===== src/include/xgmii_defs.svh =====
`ifndef XGMII_DEFS_SVH
`define XGMII_DEFS_SVH

// XGMII control characters, valid on lanes with ctl set
localparam logic [7:0] XGMII_START = 8'hFB;
localparam logic [7:0] XGMII_TERM  = 8'hFD;
localparam logic [7:0] XGMII_IDLE  = 8'h07;
localparam logic [7:0] XGMII_ERROR = 8'hFE;

// Preamble and start frame delimiter
localparam logic [7:0] PREAMBLE_BYTE = 8'h55;
localparam logic [7:0] SFD_BYTE      = 8'hD5;

`endif


===== src/rtl/mac_rx_pkg.sv =====
package mac_rx_pkg;

    `include "xgmii_defs.svh"

    localparam int DATA_WIDTH  = 32;
    localparam int DATA_NBYTES = DATA_WIDTH / 8;

    // 46 byte minimum payload plus 14 byte header plus FCS
    localparam int MIN_FRAME_BYTES = 64;
    localparam int BYTE_CNT_W      = $clog2(MIN_FRAME_BYTES) + 1;

    // Reflected CRC-32 (IEEE 802.3)
    localparam logic [31:0] CRC_INIT    = 32'hFFFF_FFFF;
    localparam logic [31:0] CRC_POLY    = 32'hEDB8_8320;
    localparam logic [31:0] CRC_RESIDUE = 32'hC704_DD7B;

    // One byte through the shift-right CRC, LSB first
    function automatic logic [31:0] crc32_byte(
        input logic [31:0] crc,
        input logic [7:0]  data
    );
        logic [31:0] c;
        c = crc;
        for (int i = 0; i < 8; i++) begin
            if (c[0] ^ data[i]) begin
                c = (c >> 1) ^ CRC_POLY;
            end else begin
                c = c >> 1;
            end
        end
        return c;
    endfunction

    typedef struct packed {
        logic [DATA_WIDTH-1:0]  data;
        logic [DATA_NBYTES-1:0] ctl;
        logic [DATA_NBYTES-1:0] term_loc;
    } xgmii_word_t;

    // keep is contiguous from lane 0
    typedef struct packed {
        logic [DATA_WIDTH-1:0]  data;
        logic [DATA_NBYTES-1:0] keep;
        logic                   last;
        logic                   err;
    } rx_beat_t;

    typedef struct packed {
        rx_beat_t beat;
        logic     crc_ok;
    } chk_beat_t;

    typedef struct packed {
        logic [DATA_WIDTH-1:0]  tdata;
        logic [DATA_NBYTES-1:0] tkeep;
        logic                   tlast;
        logic                   tuser;
    } axis_beat_t;

endpackage


===== src/rtl/mac_rx.sv =====
`timescale 1ns/1ps

module mac_rx (
    input  logic                               rx_clk,
    input  logic                               rx_reset,
    input  logic [mac_rx_pkg::DATA_WIDTH-1:0]  xgmii_rx_data,
    input  logic [mac_rx_pkg::DATA_NBYTES-1:0] xgmii_rx_ctl,
    input  logic                               phy_rx_valid,
    input  logic [mac_rx_pkg::DATA_NBYTES-1:0] term_loc,
    output logic [mac_rx_pkg::DATA_WIDTH-1:0]  m00_axis_tdata,
    output logic [mac_rx_pkg::DATA_NBYTES-1:0] m00_axis_tkeep,
    output logic                               m00_axis_tvalid,
    output logic                               m00_axis_tlast,
    output logic                               m00_axis_tuser
);

    import mac_rx_pkg::*;

    xgmii_word_t xgmii;
    rx_beat_t    beat;
    logic        beat_valid;
    chk_beat_t   chk;
    logic        chk_valid;
    axis_beat_t  out;
    logic        out_valid;

    assign xgmii = '{data: xgmii_rx_data, ctl: xgmii_rx_ctl, term_loc: term_loc};

    rx_frame_delineate i_delineate (
        .rx_clk       (rx_clk),
        .rx_reset     (rx_reset),
        .xgmii        (xgmii),
        .phy_rx_valid (phy_rx_valid),
        .beat         (beat),
        .beat_valid   (beat_valid)
    );

    rx_fcs_check i_fcs_check (
        .rx_clk     (rx_clk),
        .rx_reset   (rx_reset),
        .beat       (beat),
        .beat_valid (beat_valid),
        .chk        (chk),
        .chk_valid  (chk_valid)
    );

    rx_stream_out i_stream_out (
        .rx_clk    (rx_clk),
        .rx_reset  (rx_reset),
        .chk       (chk),
        .chk_valid (chk_valid),
        .out       (out),
        .out_valid (out_valid)
    );

    assign m00_axis_tdata  = out.tdata;
    assign m00_axis_tkeep  = out.tkeep;
    assign m00_axis_tvalid = out_valid;
    assign m00_axis_tlast  = out.tlast;
    assign m00_axis_tuser  = out.tuser;

endmodule


===== src/rtl/rx_fcs_check.sv =====
`timescale 1ns/1ps

module rx_fcs_check (
    input  logic                  rx_clk,
    input  logic                  rx_reset,
    input  mac_rx_pkg::rx_beat_t  beat,
    input  logic                  beat_valid,
    output mac_rx_pkg::chk_beat_t chk,
    output logic                  chk_valid
);

    import mac_rx_pkg::*;

    logic [31:0] crc;
    logic [31:0] crc_calc;
    logic [31:0] crc_rev;
    logic        crc_match;

    always_comb begin
        crc_calc = crc;
        // Lane 0 is the earliest byte on the wire
        for (int i = 0; i < DATA_NBYTES; i++) begin
            if (beat.keep[i]) begin
                crc_calc = crc32_byte(crc_calc, beat.data[8*i +: 8]);
            end
        end

        // Residue is given in normal bit order
        for (int i = 0; i < 32; i++) begin
            crc_rev[i] = crc_calc[31-i];
        end

        crc_match = (crc_rev == CRC_RESIDUE);
    end

    always_ff @(posedge rx_clk) begin
        if (rx_reset) begin
            crc       <= CRC_INIT;
            chk_valid <= 1'b0;
        end else begin
            chk_valid <= beat_valid;
            if (beat_valid) begin
                chk <= '{beat: beat, crc_ok: crc_match};
                if (beat.last) begin
                    crc <= CRC_INIT;
                end else begin
                    crc <= crc_calc;
                end
            end
        end
    end

endmodule


===== src/rtl/rx_frame_delineate.sv =====
`timescale 1ns/1ps

module rx_frame_delineate (
    input  logic                    rx_clk,
    input  logic                    rx_reset,
    input  mac_rx_pkg::xgmii_word_t xgmii,
    input  logic                    phy_rx_valid,
    output mac_rx_pkg::rx_beat_t    beat,
    output logic                    beat_valid
);

    import mac_rx_pkg::*;

    typedef enum logic [1:0] {
        ST_IDLE,
        ST_PREAMBLE,
        ST_PAYLOAD
    } state_t;

    state_t                 state;
    logic                   is_start;
    logic                   is_preamble;
    logic                   is_term;
    logic                   is_idle;
    logic                   term_bad;
    logic                   err_now;
    logic [DATA_NBYTES-1:0] data_lanes;
    logic [DATA_NBYTES-1:0] err_lanes;
    logic [DATA_NBYTES-1:0] term_chars;

    always_comb begin
        is_start    = xgmii.ctl[0] && (xgmii.data[7:0] == XGMII_START);
        is_preamble = (xgmii.ctl == '0) &&
                      (xgmii.data == {SFD_BYTE, {3{PREAMBLE_BYTE}}});
        is_term     = |xgmii.term_loc;

        // Lanes below the one-hot terminate lane carry data
        data_lanes = is_term ? xgmii.term_loc - 1'b1 : {DATA_NBYTES{1'b1}};

        for (int i = 0; i < DATA_NBYTES; i++) begin
            err_lanes[i]  = xgmii.ctl[i] && (xgmii.data[8*i +: 8] == XGMII_ERROR);
            term_chars[i] = xgmii.ctl[i] && (xgmii.data[8*i +: 8] == XGMII_TERM);
        end

        // Terminate lane that does not hold FD
        term_bad = is_term && !(|(xgmii.term_loc & term_chars));

        // Idle inside a frame means the terminate was lost
        is_idle = !is_term && xgmii.ctl[0] && (xgmii.data[7:0] == XGMII_IDLE);

        err_now = (|(err_lanes & data_lanes)) || term_bad;
    end

    always_ff @(posedge rx_clk) begin
        if (rx_reset) begin
            state      <= ST_IDLE;
            beat_valid <= 1'b0;
        end else begin
            beat_valid <= 1'b0;
            if (phy_rx_valid) begin
                case (state)
                    ST_IDLE: begin
                        if (is_start) begin
                            state <= ST_PREAMBLE;
                        end
                    end
                    ST_PREAMBLE: begin
                        // Nothing sent yet, so a second start just restarts
                        if (is_start) begin
                            state <= ST_PREAMBLE;
                        end else if (is_preamble) begin
                            state <= ST_PAYLOAD;
                        end else begin
                            state <= ST_IDLE;
                        end
                    end
                    ST_PAYLOAD: begin
                        beat_valid <= 1'b1;
                        if (is_start || is_idle) begin
                            // Close the open frame as bad
                            beat  <= '{data: xgmii.data, keep: '0, last: 1'b1, err: 1'b1};
                            state <= is_start ? ST_PREAMBLE : ST_IDLE;
                        end else begin
                            beat <= '{data: xgmii.data, keep: data_lanes,
                                      last: is_term, err: err_now};
                            if (is_term) begin
                                state <= ST_IDLE;
                            end
                        end
                    end
                    default: begin
                        state <= ST_IDLE;
                    end
                endcase
            end
        end
    end

endmodule


===== src/rtl/rx_stream_out.sv =====
`timescale 1ns/1ps

module rx_stream_out (
    input  logic                   rx_clk,
    input  logic                   rx_reset,
    input  mac_rx_pkg::chk_beat_t  chk,
    input  logic                   chk_valid,
    output mac_rx_pkg::axis_beat_t out,
    output logic                   out_valid
);

    import mac_rx_pkg::*;

    logic [DATA_WIDTH-1:0] hold_old;
    logic [DATA_WIDTH-1:0] hold_new;
    logic [1:0]            hold_cnt;
    axis_beat_t            pend;
    logic                  pend_valid;
    logic [BYTE_CNT_W-1:0] byte_cnt;
    logic                  frame_err;
    logic [2:0]            last_bytes;
    logic [BYTE_CNT_W:0]   frame_len;
    logic                  frame_bad;

    always_comb begin
        case (chk.beat.keep)
            4'b0001: last_bytes = 3'd1;
            4'b0011: last_bytes = 3'd2;
            4'b0111: last_bytes = 3'd3;
            4'b1111: last_bytes = 3'd4;
            default: last_bytes = 3'd0;
        endcase

        frame_len = {1'b0, byte_cnt} + (BYTE_CNT_W + 1)'(last_bytes);
        frame_bad = frame_err || chk.beat.err || !chk.crc_ok ||
                    (frame_len < MIN_FRAME_BYTES);
    end

    // Held beats are always full; only the last input beat can be partial.
    // The FCS spans the last beat and the tail of hold_new, or all of
    // hold_new when the last beat is empty.
    always_ff @(posedge rx_clk) begin
        if (rx_reset) begin
            hold_cnt   <= '0;
            pend_valid <= 1'b0;
            byte_cnt   <= '0;
            frame_err  <= 1'b0;
            out_valid  <= 1'b0;
            out.tlast  <= 1'b0;
            out.tuser  <= 1'b0;
        end else begin
            out_valid <= 1'b0;
            out.tlast <= 1'b0;
            out.tuser <= 1'b0;

            // Second beat of a split frame end
            if (pend_valid) begin
                out        <= pend;
                out_valid  <= 1'b1;
                pend_valid <= 1'b0;
            end

            if (chk_valid && !chk.beat.last) begin
                if (byte_cnt < MIN_FRAME_BYTES) begin
                    byte_cnt <= byte_cnt + BYTE_CNT_W'(DATA_NBYTES);
                end
                frame_err <= frame_err | chk.beat.err;
                hold_new  <= chk.beat.data;
                if (hold_cnt != 2'd0) begin
                    hold_old <= hold_new;
                end
                if (hold_cnt == 2'd2) begin
                    out <= '{tdata: hold_old, tkeep: {DATA_NBYTES{1'b1}},
                             tlast: 1'b0, tuser: 1'b0};
                    out_valid <= 1'b1;
                end else begin
                    hold_cnt <= hold_cnt + 2'd1;
                end
            end else if (chk_valid) begin
                byte_cnt  <= '0;
                frame_err <= 1'b0;
                hold_cnt  <= '0;
                if (last_bytes != 3'd0) begin
                    // hold_new ends the frame, trimmed to the same lanes
                    if (hold_cnt == 2'd2) begin
                        out <= '{tdata: hold_old, tkeep: {DATA_NBYTES{1'b1}},
                                 tlast: 1'b0, tuser: 1'b0};
                        out_valid  <= 1'b1;
                        pend       <= '{tdata: hold_new, tkeep: chk.beat.keep,
                                        tlast: 1'b1, tuser: frame_bad};
                        pend_valid <= 1'b1;
                    end else if (hold_cnt == 2'd1) begin
                        out <= '{tdata: hold_new, tkeep: chk.beat.keep,
                                 tlast: 1'b1, tuser: frame_bad};
                        out_valid <= 1'b1;
                    end
                end else if (hold_cnt == 2'd2) begin
                    // hold_new is all FCS
                    out <= '{tdata: hold_old, tkeep: {DATA_NBYTES{1'b1}},
                             tlast: 1'b1, tuser: frame_bad};
                    out_valid <= 1'b1;
                end
            end
        end
    end

endmodule


===== config.mk =====
export PLATFORM = sky130hd
export DESIGN_NAME = mac_rx
export DESIGN_NICKNAME = d
export VERILOG_FILES = /design/src/rtl/mac_rx_pkg.sv /design/src/rtl/mac_rx.sv /design/src/rtl/rx_fcs_check.sv /design/src/rtl/rx_frame_delineate.sv /design/src/rtl/rx_stream_out.sv
export VERILOG_INCLUDE_DIRS = /design/src /design/src/include
export SDC_FILE = /design/constraint.sdc
export NUM_CORES = 1
export LEC_CHECK = 0
export BUFFER_PORTS_ARGS = -buffer_cell sky130_fd_sc_hd__buf_2
export CELL_PAD_IN_SITES_DETAIL_PLACEMENT = 1
export CELL_PAD_IN_SITES_GLOBAL_PLACEMENT = 1
export CORE_ASPECT_RATIO = 0.75
export CORE_MARGIN = 4
export CORE_UTILIZATION = 55
export DETAILED_ROUTE_END_ITERATION = 12
export PLACE_DENSITY = 0.95
export REMOVE_ABC_BUFFERS = 1
export SLEW_MARGIN = 20
export SYNTH_ARGS = -nofsm -noshare
export SYNTH_HDL_FRONTEND = slang
export SYNTH_HIERARCHICAL = 1
export SYNTH_SLANG_ARGS = --single-unit

===== constraint.sdc =====
create_clock -name rx_clk -period 9.9 [get_ports rx_clk]
set_input_delay 0.495 -clock rx_clk [delete_from_list [all_inputs] [get_ports rx_clk]]
set_output_delay 0.495 -clock rx_clk [all_outputs]
set_load 0.01 [all_outputs]

==> results, run 1 <==
- The CTS sink count is 262.
- The reg-to-reg startpoint is i_delineate/beat[2].
- The post-placement worst setup slack is 3.05 ns.
- The critical-path cell with the highest stage delay is sky130_fd_sc_hd__or4b_1.
- Once routing completed, OpenROAD measured the worst setup slack at 2.77 ns.
- The most used flip-flop cell after synthesis is sky130_fd_sc_hd__edfxtp_1.
- The worst hold path begins at xgmii_rx_data[10].
- Summed over all nets, the half-perimeter wirelength after detailed placement is 38.6 mm.
- The pin count of the biggest net entering global routing is 55.
- After detailed placement, the design holds a cell count of 1737.
- Once layout is complete, the cells apart from fillers number 1782.
- The worst register-to-register path has a depth of 18.
- For this design, the CTS-stage hold fixing added 0 buffers.
- The total area inside the core boundary comes to 0.0282 sq mm.
- The gate count after technology mapping is 1324.
- The fraction of final layout cells sized beyond drive strength 1 is 16.8%.
- The final-report hold violation count is 0.
- The worst stage delay on the critical path is 0.53 ns.
- The number of nets with antenna violations after detailed routing is 0.
- The initial standard-cell utilization of the core is 56.1%.
- The hold path endpoint is i_delineate/beat[16].
- The area share of the leading cell type in the synthesized netlist is 40.7%.
- The initial antenna violation count is 0.
- The peak supply drop is 0.165 mV.
- The netlist area before placement is 0.0158 sq mm.
- The proportion of power drawn by combinational gates is 1.8%.
- The first-iteration detailed-routing DRC count is 1589.
- The routability congestion estimate from global placement is 1.01.
- The max-slew violation count was 0.
- The first global-routing pass estimated 83.8 mm of wire.
- The worst path needs 7.13 ns of the cycle, external delays included.
- Sorting the synthesized cells by area gives the leading types as sky130_fd_sc_hd__edfxtp_1 (41%), sky130_fd_sc_hd__xnor2_1 (8.1%), sky130_fd_sc_hd__dfxtp_1 (6.1%).
- Counting flops and latches in the post-synthesis netlist gives 262.
- Walking the worst path, the cells encountered are buf_4, inv_1, or3_1, a31oi_1, nor2_1, xnor2_1, xor3_1, o211ai_1, and2_1, xnor3_1, o211ai_1, and2_1, xor2_2, xnor3_1, or4b_1, a32oi_1, nand4_1, nor4_2.
- Setup violations remaining at the end of the flow were counted as 0.
- The number of remaining DRC errors is 0.
- The buffers inserted during post-CTS setup optimization is 0.
- In this run the power density over the cells is 131 mW/mm^2.
- Input and output buffers added on the ports amount to 81.
- The repair_antennas step left the layout with diodes totalling 0.
- The boundary pin count is 82.
- For this design the total switching power over the nets is 477 uW.
- The fraction of power consumed by the clock network is 46.3%.
- The height of the die is 155 um.
- The proportion of synthesized flip-flops having asynchronous set or reset is 0%.
- Static timing analysis puts the maximum clock frequency at 0.140 GHz.
- The internal portion of total power is 1.80 mW.
- Measured against its own limit, the worst slew margin works out to 21.8%.
- The overflow left after global routing is 0.
- The number of buffers created by CTS is 27.
- The number of synthesized flops with an enable pin is 214.
- Of the total power, the share spent switching nets is 21.0%.
- The sort of element at the start of the critical path is a register.
- The final setup skew is 0.0323 ns.
- The clock tree from TritonCTS is yes.
- The portion of total power attributed to sequential cells is 51.9%.
- The number of optimization iterations in the first detailed-route pass is 5.
- The critical path capture point type is a register.
- The via count of the first global-routing pass came to 12428.
- The cell chosen for the clock root is sky130_fd_sc_hd__clkbuf_16.
- The final wirelength is 56.8 mm.
- STA puts the critical path data arrival time at 7.52 ns.
- Setup repair after global routing left no endpoint under its margin.
- Clock-pin slew was measured on the worst setup and hold paths at 0.07 ns.
- The detailed router placed 12156 vias in this run.
- In this run the critical register-to-register path is captured at i_fcs_check/chk[0].
- For the worst setup path, the data required time is 10.29 ns.
- The run finished with clean final reports.
- Row generation in the floorplan step produced 53 rows.
- The final total negative setup slack is 0 ns.
- The maximum fanout count along the critical path is 36.
- The insertion delay of the later-clocked pin in the worst-skew pair is 0.58 ns.
- For the pin with the worst max-slew slack, the measured transition is 1.17 ns.
- The ratio of final minimum period to clock period is 72.0%.
- The clock tree buffer depth is 3.
- The average footprint of a synthesized cell is 11.9 sq um.
- Yosys mapped the design onto 87 distinct sky130hd cell types.
- The H-tree level count is 1.
- The analysis attributes to cell leakage a power of 6.62 nW.
- In the synthesized netlist, the cells that appear most often are sky130_fd_sc_hd__edfxtp_1 (214), sky130_fd_sc_hd__xnor2_1 (146), sky130_fd_sc_hd__nand2_1 (110).
- The number of fill cells in the layout is 2842.
- The biggest area contributor in the post-synthesis netlist is sky130_fd_sc_hd__edfxtp_1.
- The count of cells along the worst hold path is 1.
- Global routing used 35.5% of the available tracks.
- The tool flagged a number of max-cap violations equal to 0.
- The worst reg-to-reg setup slack is 2.77 ns.
- The die is 204 um wide.
- The critical path is of the register to register type.
- The classification of the worst-slack hold path is primary input to register.
- The layout net count is 1430.
- Summing the sequential cell areas from Yosys gives 46.8% of the chip area.
- The synthesis-to-finish area growth is 9.95%.
- The vias per cell is 6.82.
- Yosys instantiated no cell more often than sky130_fd_sc_hd__edfxtp_1.
- The die footprint is 0.0315 sq mm.
- The Yosys step of the flow raised 6 warnings.
- The post-cts repair resize count is 0.
- The average wire length per cell after detail routing is 31.9 um.
==> registers in the layout, indices dropped and copies added, names as in the netlist <==
signal and flops:
i_stream_out/out_valid 1, i_delineate/beat_valid 1, i_stream_out/out 38, i_stream_out/hold_old 32, i_fcs_check/crc 32, i_delineate/beat 38, i_stream_out/pend_valid 1, i_stream_out/byte_cnt 5
i_stream_out/frame_err 1, i_fcs_check/chk_valid 1, i_stream_out/hold_new 32, i_stream_out/pend 37, i_fcs_check/chk 39, i_delineate/state 2, i_stream_out/hold_cnt 2
==> worst max path at each step <==
stage / start / to / slack, ns
after detailed placement: i_delineate/beat[2] / i_fcs_check/chk[0] / 3.05
final: i_delineate/beat[2] / i_fcs_check/chk[0] / 2.77
after global routing: i_delineate/beat[2] / i_fcs_check/chk[0] / 2.51
after CTS: i_fcs_check/crc[2] / i_fcs_check/chk[0] / 2.91
after global placement: i_delineate/beat[7] / i_fcs_check/chk[0] / 3.35
after floorplan: i_delineate/beat[2] / i_fcs_check/chk[0] / 3.31
==> cell usage in the layout (no fill, tap or decap), drive strengths merged, types with 6 or more instances in the layout <==
master	count
o22ai	18
nand2b	34
edfxtp	214
nor3	20
a21o	7
nand2	111
nor2b	10
nor4	12
inv	15
o21bai	9
mux2	45
clkinv	6
xnor3	37
xnor2	165
nor2	72
clkbuf	31
a21oi	54
or3	9
buf	96
nand4	12
mux2i	96
xor3	10
a211oi	10
and2	8
o211ai	36
xor2	63
o21ai	34
dfxtp	48
nand3b	8
nand3	16
or2	7
and3	9
ha	6
==> cells by family after synthesis <==
kind of cell / after synthesis / share of synthesized area [%]
and+or+nand+nor: 354 / 11.4
AOI/OAI and AO/OA: 204 / 8.66
xor gates and xnor gates: 275 / 20.6
DFF: 262 / 46.8
adders and majority gates: 6 / 0.475
muxes: 141 / 9.63
buffers and inverters: 82 / 2.47
==> power groups by stage <==
stage	logic (mW)	registers [mW]	clock network [mW]
global route	0.0431	1.18	1.11
global placement	0.0347	1.20	0
CTS	0.0399	1.18	1.06
floorplan	0.0117	1.20	0
detailed placement	0.0378	1.20	0
finish	0.0419	1.18	1.05
==> metrics by stage <==
stage	power, mW	utilization (%)	instance area (sq um)	hold WS (ns)
finish	2.28	61.6	17400	0.117
global route	2.34	61.6	17400	0.108
CTS	2.28	61.6	17400	0.110
detailed placement	1.24	58.5	16500	0.406
global placement	1.24	58.5	16500	0.403
floorplan	1.22	-	15500	0.400
==> per-layer routing <==
| layer | global-route usage, % | wire [um] | share of wire (%) |
|---|---|---|---|
| met4 | 14.9 | 2970 | 5.2 |
| met5 | 0 | 0 | 0 |
| met2 | 57.2 | 26600 | 47 |
| met1 | 46.4 | 20700 | 36 |
| met3 | 8.45 | 6570 | 12 |
==> critical path: cells and delay by family, from the launching register on <==
family / cells / cell delay [ns]
and+or+nand+nor: 7 / 2.38
xor gates and xnor gates: 5 / 2.08
AOI/OAI and AO/OA: 4 / 1.13
buffers and inverters: 2 / 0.97
DFF: 1 / 0.36
==> area by class of cell <==
cell class	instances	area [sq um]	share of cell area (%)
clock buffers	31	691	3.98
clock inverters	14	193	1.11
inverters	14	52.6	0.303
multi-input cells	980	8050	46.3
flip-flops and latches	262	7390	42.5
well taps	385	482	2.77
repair buffers	96	518	2.98
No activity file was read; power rests on OpenSTA's default activity.
==> run 2: changes to the inputs <==
--- a/config.mk
+++ b/config.mk
@@ -11,9 +11,9 @@
 export CELL_PAD_IN_SITES_GLOBAL_PLACEMENT = 1
 export CORE_ASPECT_RATIO = 0.75
 export CORE_MARGIN = 4
-export CORE_UTILIZATION = 55
+export CORE_UTILIZATION = 46
 export DETAILED_ROUTE_END_ITERATION = 12
-export PLACE_DENSITY = 0.95
+export PLACE_DENSITY = 0.88
 export REMOVE_ABC_BUFFERS = 1
 export SLEW_MARGIN = 20
 export SYNTH_ARGS = -nofsm -noshare
==> constraint.sdc (replaced) <==
create_clock -name rx_clk -period 6.4 [get_ports rx_clk]
set_input_delay 0.32 -clock rx_clk [delete_from_list [all_inputs] [get_ports rx_clk]]
set_output_delay 0.32 -clock rx_clk [all_outputs]
set_load 0.01 [all_outputs]
==> results, run 2 (synthesis gave the netlist of run 1 again) <==
- The first detailed-routing pass ran for 5 iterations.
- The first-iteration detailed-routing DRC count is 1244.
- The data required time at the worst endpoint is 6.78 ns.
- Counting I/O delays and the setup requirement, the final critical path takes 6.22 ns.
- Summed over all layers, the global routing overflow is 0.
- The average wire length per cell after detail routing is 27.8 um.
- The classification of the worst-slack hold path is primary input to register.
- The clock tree from TritonCTS is yes.
- The capturing point of the worst reg2reg path is i_fcs_check/chk[0].
- Across every metal layer, demand over resource in global routing totals 27.6%.
- The flip-flop count of the largest register, all copies and words added is 39.
- The flow ran to the end, and the final reports show no timing, DRC or antenna violations.
- The detail route stage leaves a number of antenna-violating nets equal to 0.
- The critical-path cell with the highest stage delay is sky130_fd_sc_hd__or4b_2.
- The worst setup path is captured at a register.
- The via count of the first global-routing pass is 11971.
- The layout net count is 1478.
- The worst hold path begins at xgmii_rx_data[8].
- The reg-to-reg startpoint is i_delineate/beat[6].
- The number of remaining DRC errors is 0.
- Entering global routing, the biggest net connects 54 pins.
- The count of endpoints failing setup in the final report is 0.
- The die covers 0.0374 sq mm.
- The final core utilization is 53.1%.
- Static timing analysis puts the maximum clock frequency at 0.161 GHz.
- From synthesis to final layout, the design area changed by 13.1%.
- The hold path endpoint is i_delineate/beat[14].
- The worst reg-to-reg setup slack is 0.18 ns.
- The worst-case reg-to-reg path depth is 20.
- The commonest non-fill, non-tap cell in the layout is sky130_fd_sc_hd__edfxtp_1.
- The top cell types in the final layout, fill and taps aside, are sky130_fd_sc_hd__edfxtp_1 (214), sky130_fd_sc_hd__xnor2_1 (145), sky130_fd_sc_hd__nand2_1 (110).
- CTS built an H-tree with a depth of 1.
- The routability congestion estimate from global placement is 0.992.
- Counting instances, the worst hold path has a depth of 1.
- The final setup slack of the worst path is 0.182 ns.
- The setup path with the least slack is of type register to register.
- The signal on the critical path passes through xnor2_2, buf_4, xnor2_1, xnor3_1, mux2i_1, xor2_1, mux2i_1, or4b_2, mux2i_1, a211oi_1, xnor2_2, buf_4, xnor2_1, nand2_1, o21ai_0, nand2_1, nor4_1, buf_4, nand4_1, nor4_2.
- The height of the die is 169 um.
- Once detailed placement completed, the half-perimeter wirelength came to 37.9 mm.
- The first-pass GRT wire length is 78.4 mm.
- In this run the power density over the cells is 193 mW/mm^2.
- The final total negative setup slack is 0 ns.
- In this run, CTS created clock tree buffers numbering 25.
- The beginning of the critical path is i_delineate/beat[6].
- The fraction of final layout cells sized beyond drive strength 1 is 19.0%.
- The number of max-cap violations is 0.
- The width of the die is 222 um.
- Hold is met by 0.0195 ns.
- The worst-case IR drop observed on VDD is 0.208 mV.
- Summing all placed instances gives a cell area of 0.0168 sq mm.
- The final design area excluding fillers is 0.0179 sq mm.
- 82 I/O pins were placed.
- The ratio of final minimum period to clock period is 97.1%.
- Timing analysis after detailed placement gives a worst setup slack of 0.161 ns.
- The leakage component of the power is 6.84 nW.
- The initial antenna violation count is 3.
- The CTS sink count is 262.
- The final wirelength is 52.8 mm.
- The data arrival time at the worst-slack endpoint is 6.59 ns.
- The worst stage delay on the critical path is 0.72 ns.
- The worst setup path is launched from a register.
- In this run the core area contains 58 standard-cell rows.
- The initial utilization of the core area, before any placement, comes to 46.9%.
- The transition time at the pin with the least slew margin is 0.912 ns.
- The count of placed standard cells including taps is 1837.
- The longest clock path from root to sink contains 3 buffers.
- Clock-pin slew was measured on the worst setup and hold paths at 0.07 ns.
- The final-report hold violation count is 0.
- The power consumption is 3.45 mW.
- The final setup skew is 0.0293 ns.
- The largest registers in the layout are i_fcs_check/chk x39, i_delineate/beat x38, i_stream_out/out x38.
- The max-slew violation count came to 0.
- Using the TritonRoute via totals, the vias-per-cell ratio works out to 6.13.
- The maximum fanout count along the critical path is 7.
- Counting flops per register, the top entry is i_fcs_check/chk.
- The relative slew slack is 39.2%.
- The insertion delay of the later-clocked pin in the worst-skew pair is 0.55 ns.
- After the flow finishes, the layout carries non-filler instances totaling 1899.
- Clock tree synthesis selected as its root buffer the cell sky130_fd_sc_hd__clkbuf_16.
- The total vias in the final route is 11636.
- The port buffer count is 81.
- The area of the core region is 0.0337 sq mm.
==> run 2: worst max path at each step <==
stage                                     to  slack [ns]  cells past startpoint
after detailed placement  i_fcs_check/chk[0]        0.16                     15
after floorplan           i_fcs_check/chk[0]       -0.19                     17
after CTS                 i_fcs_check/chk[0]        0.09                     17
after global placement    i_fcs_check/chk[0]        0.45                     17
after global routing      i_fcs_check/chk[0]       -0.01                     17
final                     i_fcs_check/chk[0]        0.18                     20
==> run 2: area by class of cell <==
type / count / area, sq um
diodes: 1 / 2.50
inverters: 14 / 52.6
clock buffers: 35 / 704
repair buffers: 146 / 923
flip-flops and latches: 262 / 7390
fillers: 3542 / 15800
well taps: 450 / 563
multi-input cells: 980 / 8100
clock inverters: 11 / 135
==> run 2: critical path, delay by kind of cell (launching register included) <==
kind	cells	cell delay [ns]
buffers and inverters	3	0.58
flip-flops	1	0.50
XOR/XNOR	6	2.08
AO/OA/AOI/OAI	2	0.35
AND/OR/NAND/NOR	6	1.69
multiplexers	3	0.82
==> run 2: routing by layer <==
layer | up-vias | global-route usage [%] | wire (um)
met5 | - | 0 | 23
met4 | 4 | 7.44 | 1520
met3 | 105 | 6.33 | 4600
met2 | 600 | 44.7 | 24800
met1 | 5907 | 37.8 | 21900
li1 | 5020 | - | -
==> run 2: what timing repair did <==
item | CTS | global route
setup buffers | 0 | 3
hold buffers | 12 | 0
endpoints found under the setup margin | 0 | 2
gates resized for setup | 0 | 7
endpoints found under the hold margin | 12 | 0
==> run 2: power by group <==
part           leakage (nW)  internal (mW)  total [mW]  switching, mW
clock network         0.409          0.893        1.55          0.661
registers              2.24           1.82        1.83       0.000923
logic                  4.19         0.0263      0.0682         0.0420
total                  6.84           2.74        3.45          0.704
==> run 3: changes to the inputs <==
--- a/config.mk
+++ b/config.mk
@@ -11,9 +11,11 @@
 export CELL_PAD_IN_SITES_GLOBAL_PLACEMENT = 1
 export CORE_ASPECT_RATIO = 0.75
 export CORE_MARGIN = 4
-export CORE_UTILIZATION = 46
+export CORE_UTILIZATION = 40
+export CTS_CLUSTER_SIZE = 8
 export DETAILED_ROUTE_END_ITERATION = 12
-export PLACE_DENSITY = 0.88
+export HOLD_SLACK_MARGIN = 0.15
+export PLACE_DENSITY = 0.8
 export REMOVE_ABC_BUFFERS = 1
 export SLEW_MARGIN = 20
 export SYNTH_ARGS = -nofsm -noshare
==> results, run 3 (synthesis gave the netlist of run 1 again) <==
- The run finished with clean final reports.
- The fraction of final layout cells sized beyond drive strength 1 is 19.4%.
- The clock period could shrink to 6.23 ns.
- The first-pass GRT wire length is 77.5 mm.
- The worst setup path is launched from a register.
- The classification of the worst-slack hold path is primary input to register.
- The width of the die is 237 um.
- The clock transition time at the flip-flop clock pins of the worst setup and hold paths is 0.06 ns.
- The number of buffers and inverters on the critical path is 1.
- The via count of the first global-routing pass is 11844.
- The setup check on the worst reg-to-reg path leaves a slack of 0.17 ns.
- In this design, the critical path's most frequently occurring cell is sky130_fd_sc_hd__xnor2_2.
- Counting the buffers created by CTS gives 39.
- At the worst endpoint, the required time is 6.77 ns.
- The ratio of final minimum period to clock period is 97.4%.
- The tree is rooted in a sky130_fd_sc_hd__clkbuf_16.
- The flip-flop count of the largest register, all copies and words added is 39.
- Across the routed clock network, the largest skew measured is 0.0425 ns.
- The top cell types in the final layout, fill and taps aside, are sky130_fd_sc_hd__edfxtp_1 (214), sky130_fd_sc_hd__xnor2_1 (143), sky130_fd_sc_hd__nand2_1 (110).
- The region available for standard cell placement spans 0.0386 sq mm.
- The clock tree buffer depth is 3.
- The most critical setup path has its endpoint at i_fcs_check/chk[0].
- The reg-to-reg startpoint is i_delineate/beat[8].
- The first routing iteration left 1150 violations.
- At the worst endpoint, the arrival time is 6.61 ns.
- In this design, the largest share of critical-path delay is due to XOR/XNOR gates.
- The relative slew slack is 30.8%.
- The synthesis-to-finish area growth is 17.3%.
- The max-slew violation count is 0.
- The row count is 62.
- The die footprint is 0.0428 sq mm.
- i_fcs_check/chk holds more flip-flops than any other register.
- The clock drives 262 sinks.
- The worst setup path is captured at a register.
- Summed over all layers, the global routing overflow is 0.
- The power per unit of standard cell area is 207 mW/mm^2.
- The initial antenna violation count came to 0.
- The worst hold margin is 0.222 ns.
- The commonest non-fill, non-tap cell in the layout is sky130_fd_sc_hd__edfxtp_1.
- Across all layers, the routed design uses 11664 vias.
- The count of placed standard cells including taps is 1899.
- The H-tree level count is 2.
- The peak supply drop is 0.244 mV.
- The number of standard cells in the final layout excluding fillers is 2009.
- During I/O placement, the number of pins put on the boundary was 82.
- The antenna cell count is 0.
- The critical path starts at i_delineate/beat[8].
- The capturing point of the worst reg2reg path is i_fcs_check/chk[0].
- The tool flagged a number of max-cap violations equal to 0.
- The leakage component of the power is 7.10 nW.
- The height of the die is 180 um.
- After detailed routing, the number of remaining DRC violations is 0.
- The transition time at the pin with the least slew margin is 1.04 ns.
- The HPWL after detailed placement is 37.3 mm.
- The kind of critical path is register to register.
- Before CTS, the worst setup slack after placement is 0.108 ns.
- In the final layout, the registers with the most flip-flops are i_fcs_check/chk x39, i_delineate/beat x38, i_stream_out/out x38.
- The initial utilization of the core area, before any placement, comes to 40.9%.
- Dividing the detail-routed via count by the number of cells gives 5.81.
- For this block, the routed nets add up to 52.3 mm of wire.
- TritonCTS built the clock tree.
- The timing-limited maximum frequency is 0.160 GHz.
- The pin count of the biggest net entering global routing is 54.
- Routability-driven placement finished with a final weighted congestion of 0.938.
- On the worst path, the slowest cell contributes a delay of 0.57 ns.
- Walking the worst path, the cells encountered are xor2_4, xnor3_2, mux2i_1, a2111oi_4, buf_4, xnor3_1, mux2i_4, xnor2_2, xor3_1, mux2i_4, xnor2_2, xnor2_2, xnor3_1, or4b_1, a32oi_1, nand4_1, nor4_2.
- The worst register-to-register path has a depth of 17.
- For the worst-skew pair, the clock arrives at the later sink with an insertion delay of 0.55 ns.
- The port buffer count is 81.
- The final-report hold violation count is 0.
- The first detailed-routing pass took 5 iterations.
- In the final routed layout, each cell accounts on average for 26.0 um.
- Along the worst path, the maximum fanout reaches 9.
- In this run the number of cells on the critical path is 17.
- The final total negative setup slack is 0 ns.
- In this run the remaining antenna-violating nets after routing total 0.
- The overall track demand over capacity in global routing is 23.7%.
- The count of endpoints failing setup in the final report is 0.
- The critical-path cell with the highest stage delay is sky130_fd_sc_hd__xnor3_2.
- The layout net count is 1519.
- The finished cells cover 0.0185 sq mm.
- Once placement finished, the instance area stood at 0.0169 sq mm.
- The final setup slack of the worst path is 0.167 ns.
[run 3: cell types whose count changed in the layout (fill, tap and decap cells not counted), moves of 2 or more]
cell / previous run / this run
sky130_fd_sc_hd__clkbuf_16: 26 / 39
sky130_fd_sc_hd__dlygate4sd3_1: 12 / 33
sky130_fd_sc_hd__bufinv_16: 3 / 0
sky130_fd_sc_hd__clkbuf_1: 7 / 24
sky130_fd_sc_hd__clkinv_16: 0 / 2
sky130_fd_sc_hd__xnor2_1: 145 / 143
sky130_fd_sc_hd__clkinv_2: 3 / 0
sky130_fd_sc_hd__buf_4: 53 / 59
sky130_fd_sc_hd__clkbuf_8: 2 / 0
sky130_fd_sc_hd__xnor2_2: 17 / 19
[run 3: final cells by class]
class / count / area, sq um
clock buffer: 63 / 1070
clock inverter: 5 / 81.3
fill: 4082 / 20100
inverter: 14 / 52.6
multi-input combinational: 980 / 8120
sequential: 262 / 7390
tap: 512 / 641
timing repair buffer: 173 / 1180
[run 3: layer usage]
| metal | global-route usage (%) | part of all wire (%) |
|---|---|---|
| met5 | 0 | 0 |
| met4 | 5.21 | 1.9 |
| met3 | 4.57 | 8.1 |
| met2 | 36.4 | 46 |
| met1 | 34.9 | 44 |
[run 3: worst reg2reg max path: stages, from the launching register on]
cell	delay, ns
sky130_fd_sc_hd__edfxtp_1	0.49
sky130_fd_sc_hd__xor2_4	0.32
sky130_fd_sc_hd__xnor3_2	0.57
sky130_fd_sc_hd__mux2i_1	0.19
sky130_fd_sc_hd__a2111oi_4	0.40
sky130_fd_sc_hd__buf_4	0.23
sky130_fd_sc_hd__xnor3_1	0.44
sky130_fd_sc_hd__mux2i_4	0.31
sky130_fd_sc_hd__xnor2_2	0.29
sky130_fd_sc_hd__xor3_1	0.57
sky130_fd_sc_hd__mux2i_4	0.28
sky130_fd_sc_hd__xnor2_2	0.24
sky130_fd_sc_hd__xnor2_2	0.28
sky130_fd_sc_hd__xnor3_1	0.36
sky130_fd_sc_hd__or4b_1	0.54
sky130_fd_sc_hd__a32oi_1	0.24
sky130_fd_sc_hd__nand4_1	0.13
sky130_fd_sc_hd__nor4_2	0.15
[run 3: how the worst min path moves through the flow]
stage	start	endpoint	slack (ns)	depth (start not counted)
global route	term_loc[0]	i_delineate/beat[2]	0.22	2
finish	term_loc[0]	i_delineate/beat[2]	0.22	2
detailed placement	i_fcs_check/chk[33]	i_stream_out/hold_new[26]	0.41	0
floorplan	rx_reset	i_delineate/state[0]	0.39	1
global placement	i_fcs_check/chk[14]	i_stream_out/hold_new[7]	0.40	0
CTS	term_loc[0]	i_delineate/beat[2]	0.20	2
[run 3: repair_timing]
action,4_1_cts,5_1_grt
setup buffers,0,9
hold buffers,33,0
endpoints found under the hold margin,34,0
gates resized for setup,0,12
setup endpoints to repair,0,4
[run 3: power by group]
part           total [mW]  leakage, nW  switching (mW)  internal, mW
registers            1.83         2.24        0.000956          1.83
logic              0.0782         4.31          0.0436        0.0346
clock network        1.92        0.542           0.777          1.15
[run 3: through the flow]
stage | power (mW) | util (%)
final | 3.83 | 48.0
after global routing | 3.95 | 48.0
after CTS | 3.84 | 47.6
after detailed placement | 1.92 | 43.8
after global placement | 1.92 | 43.8
after floorplan | 1.88 | -
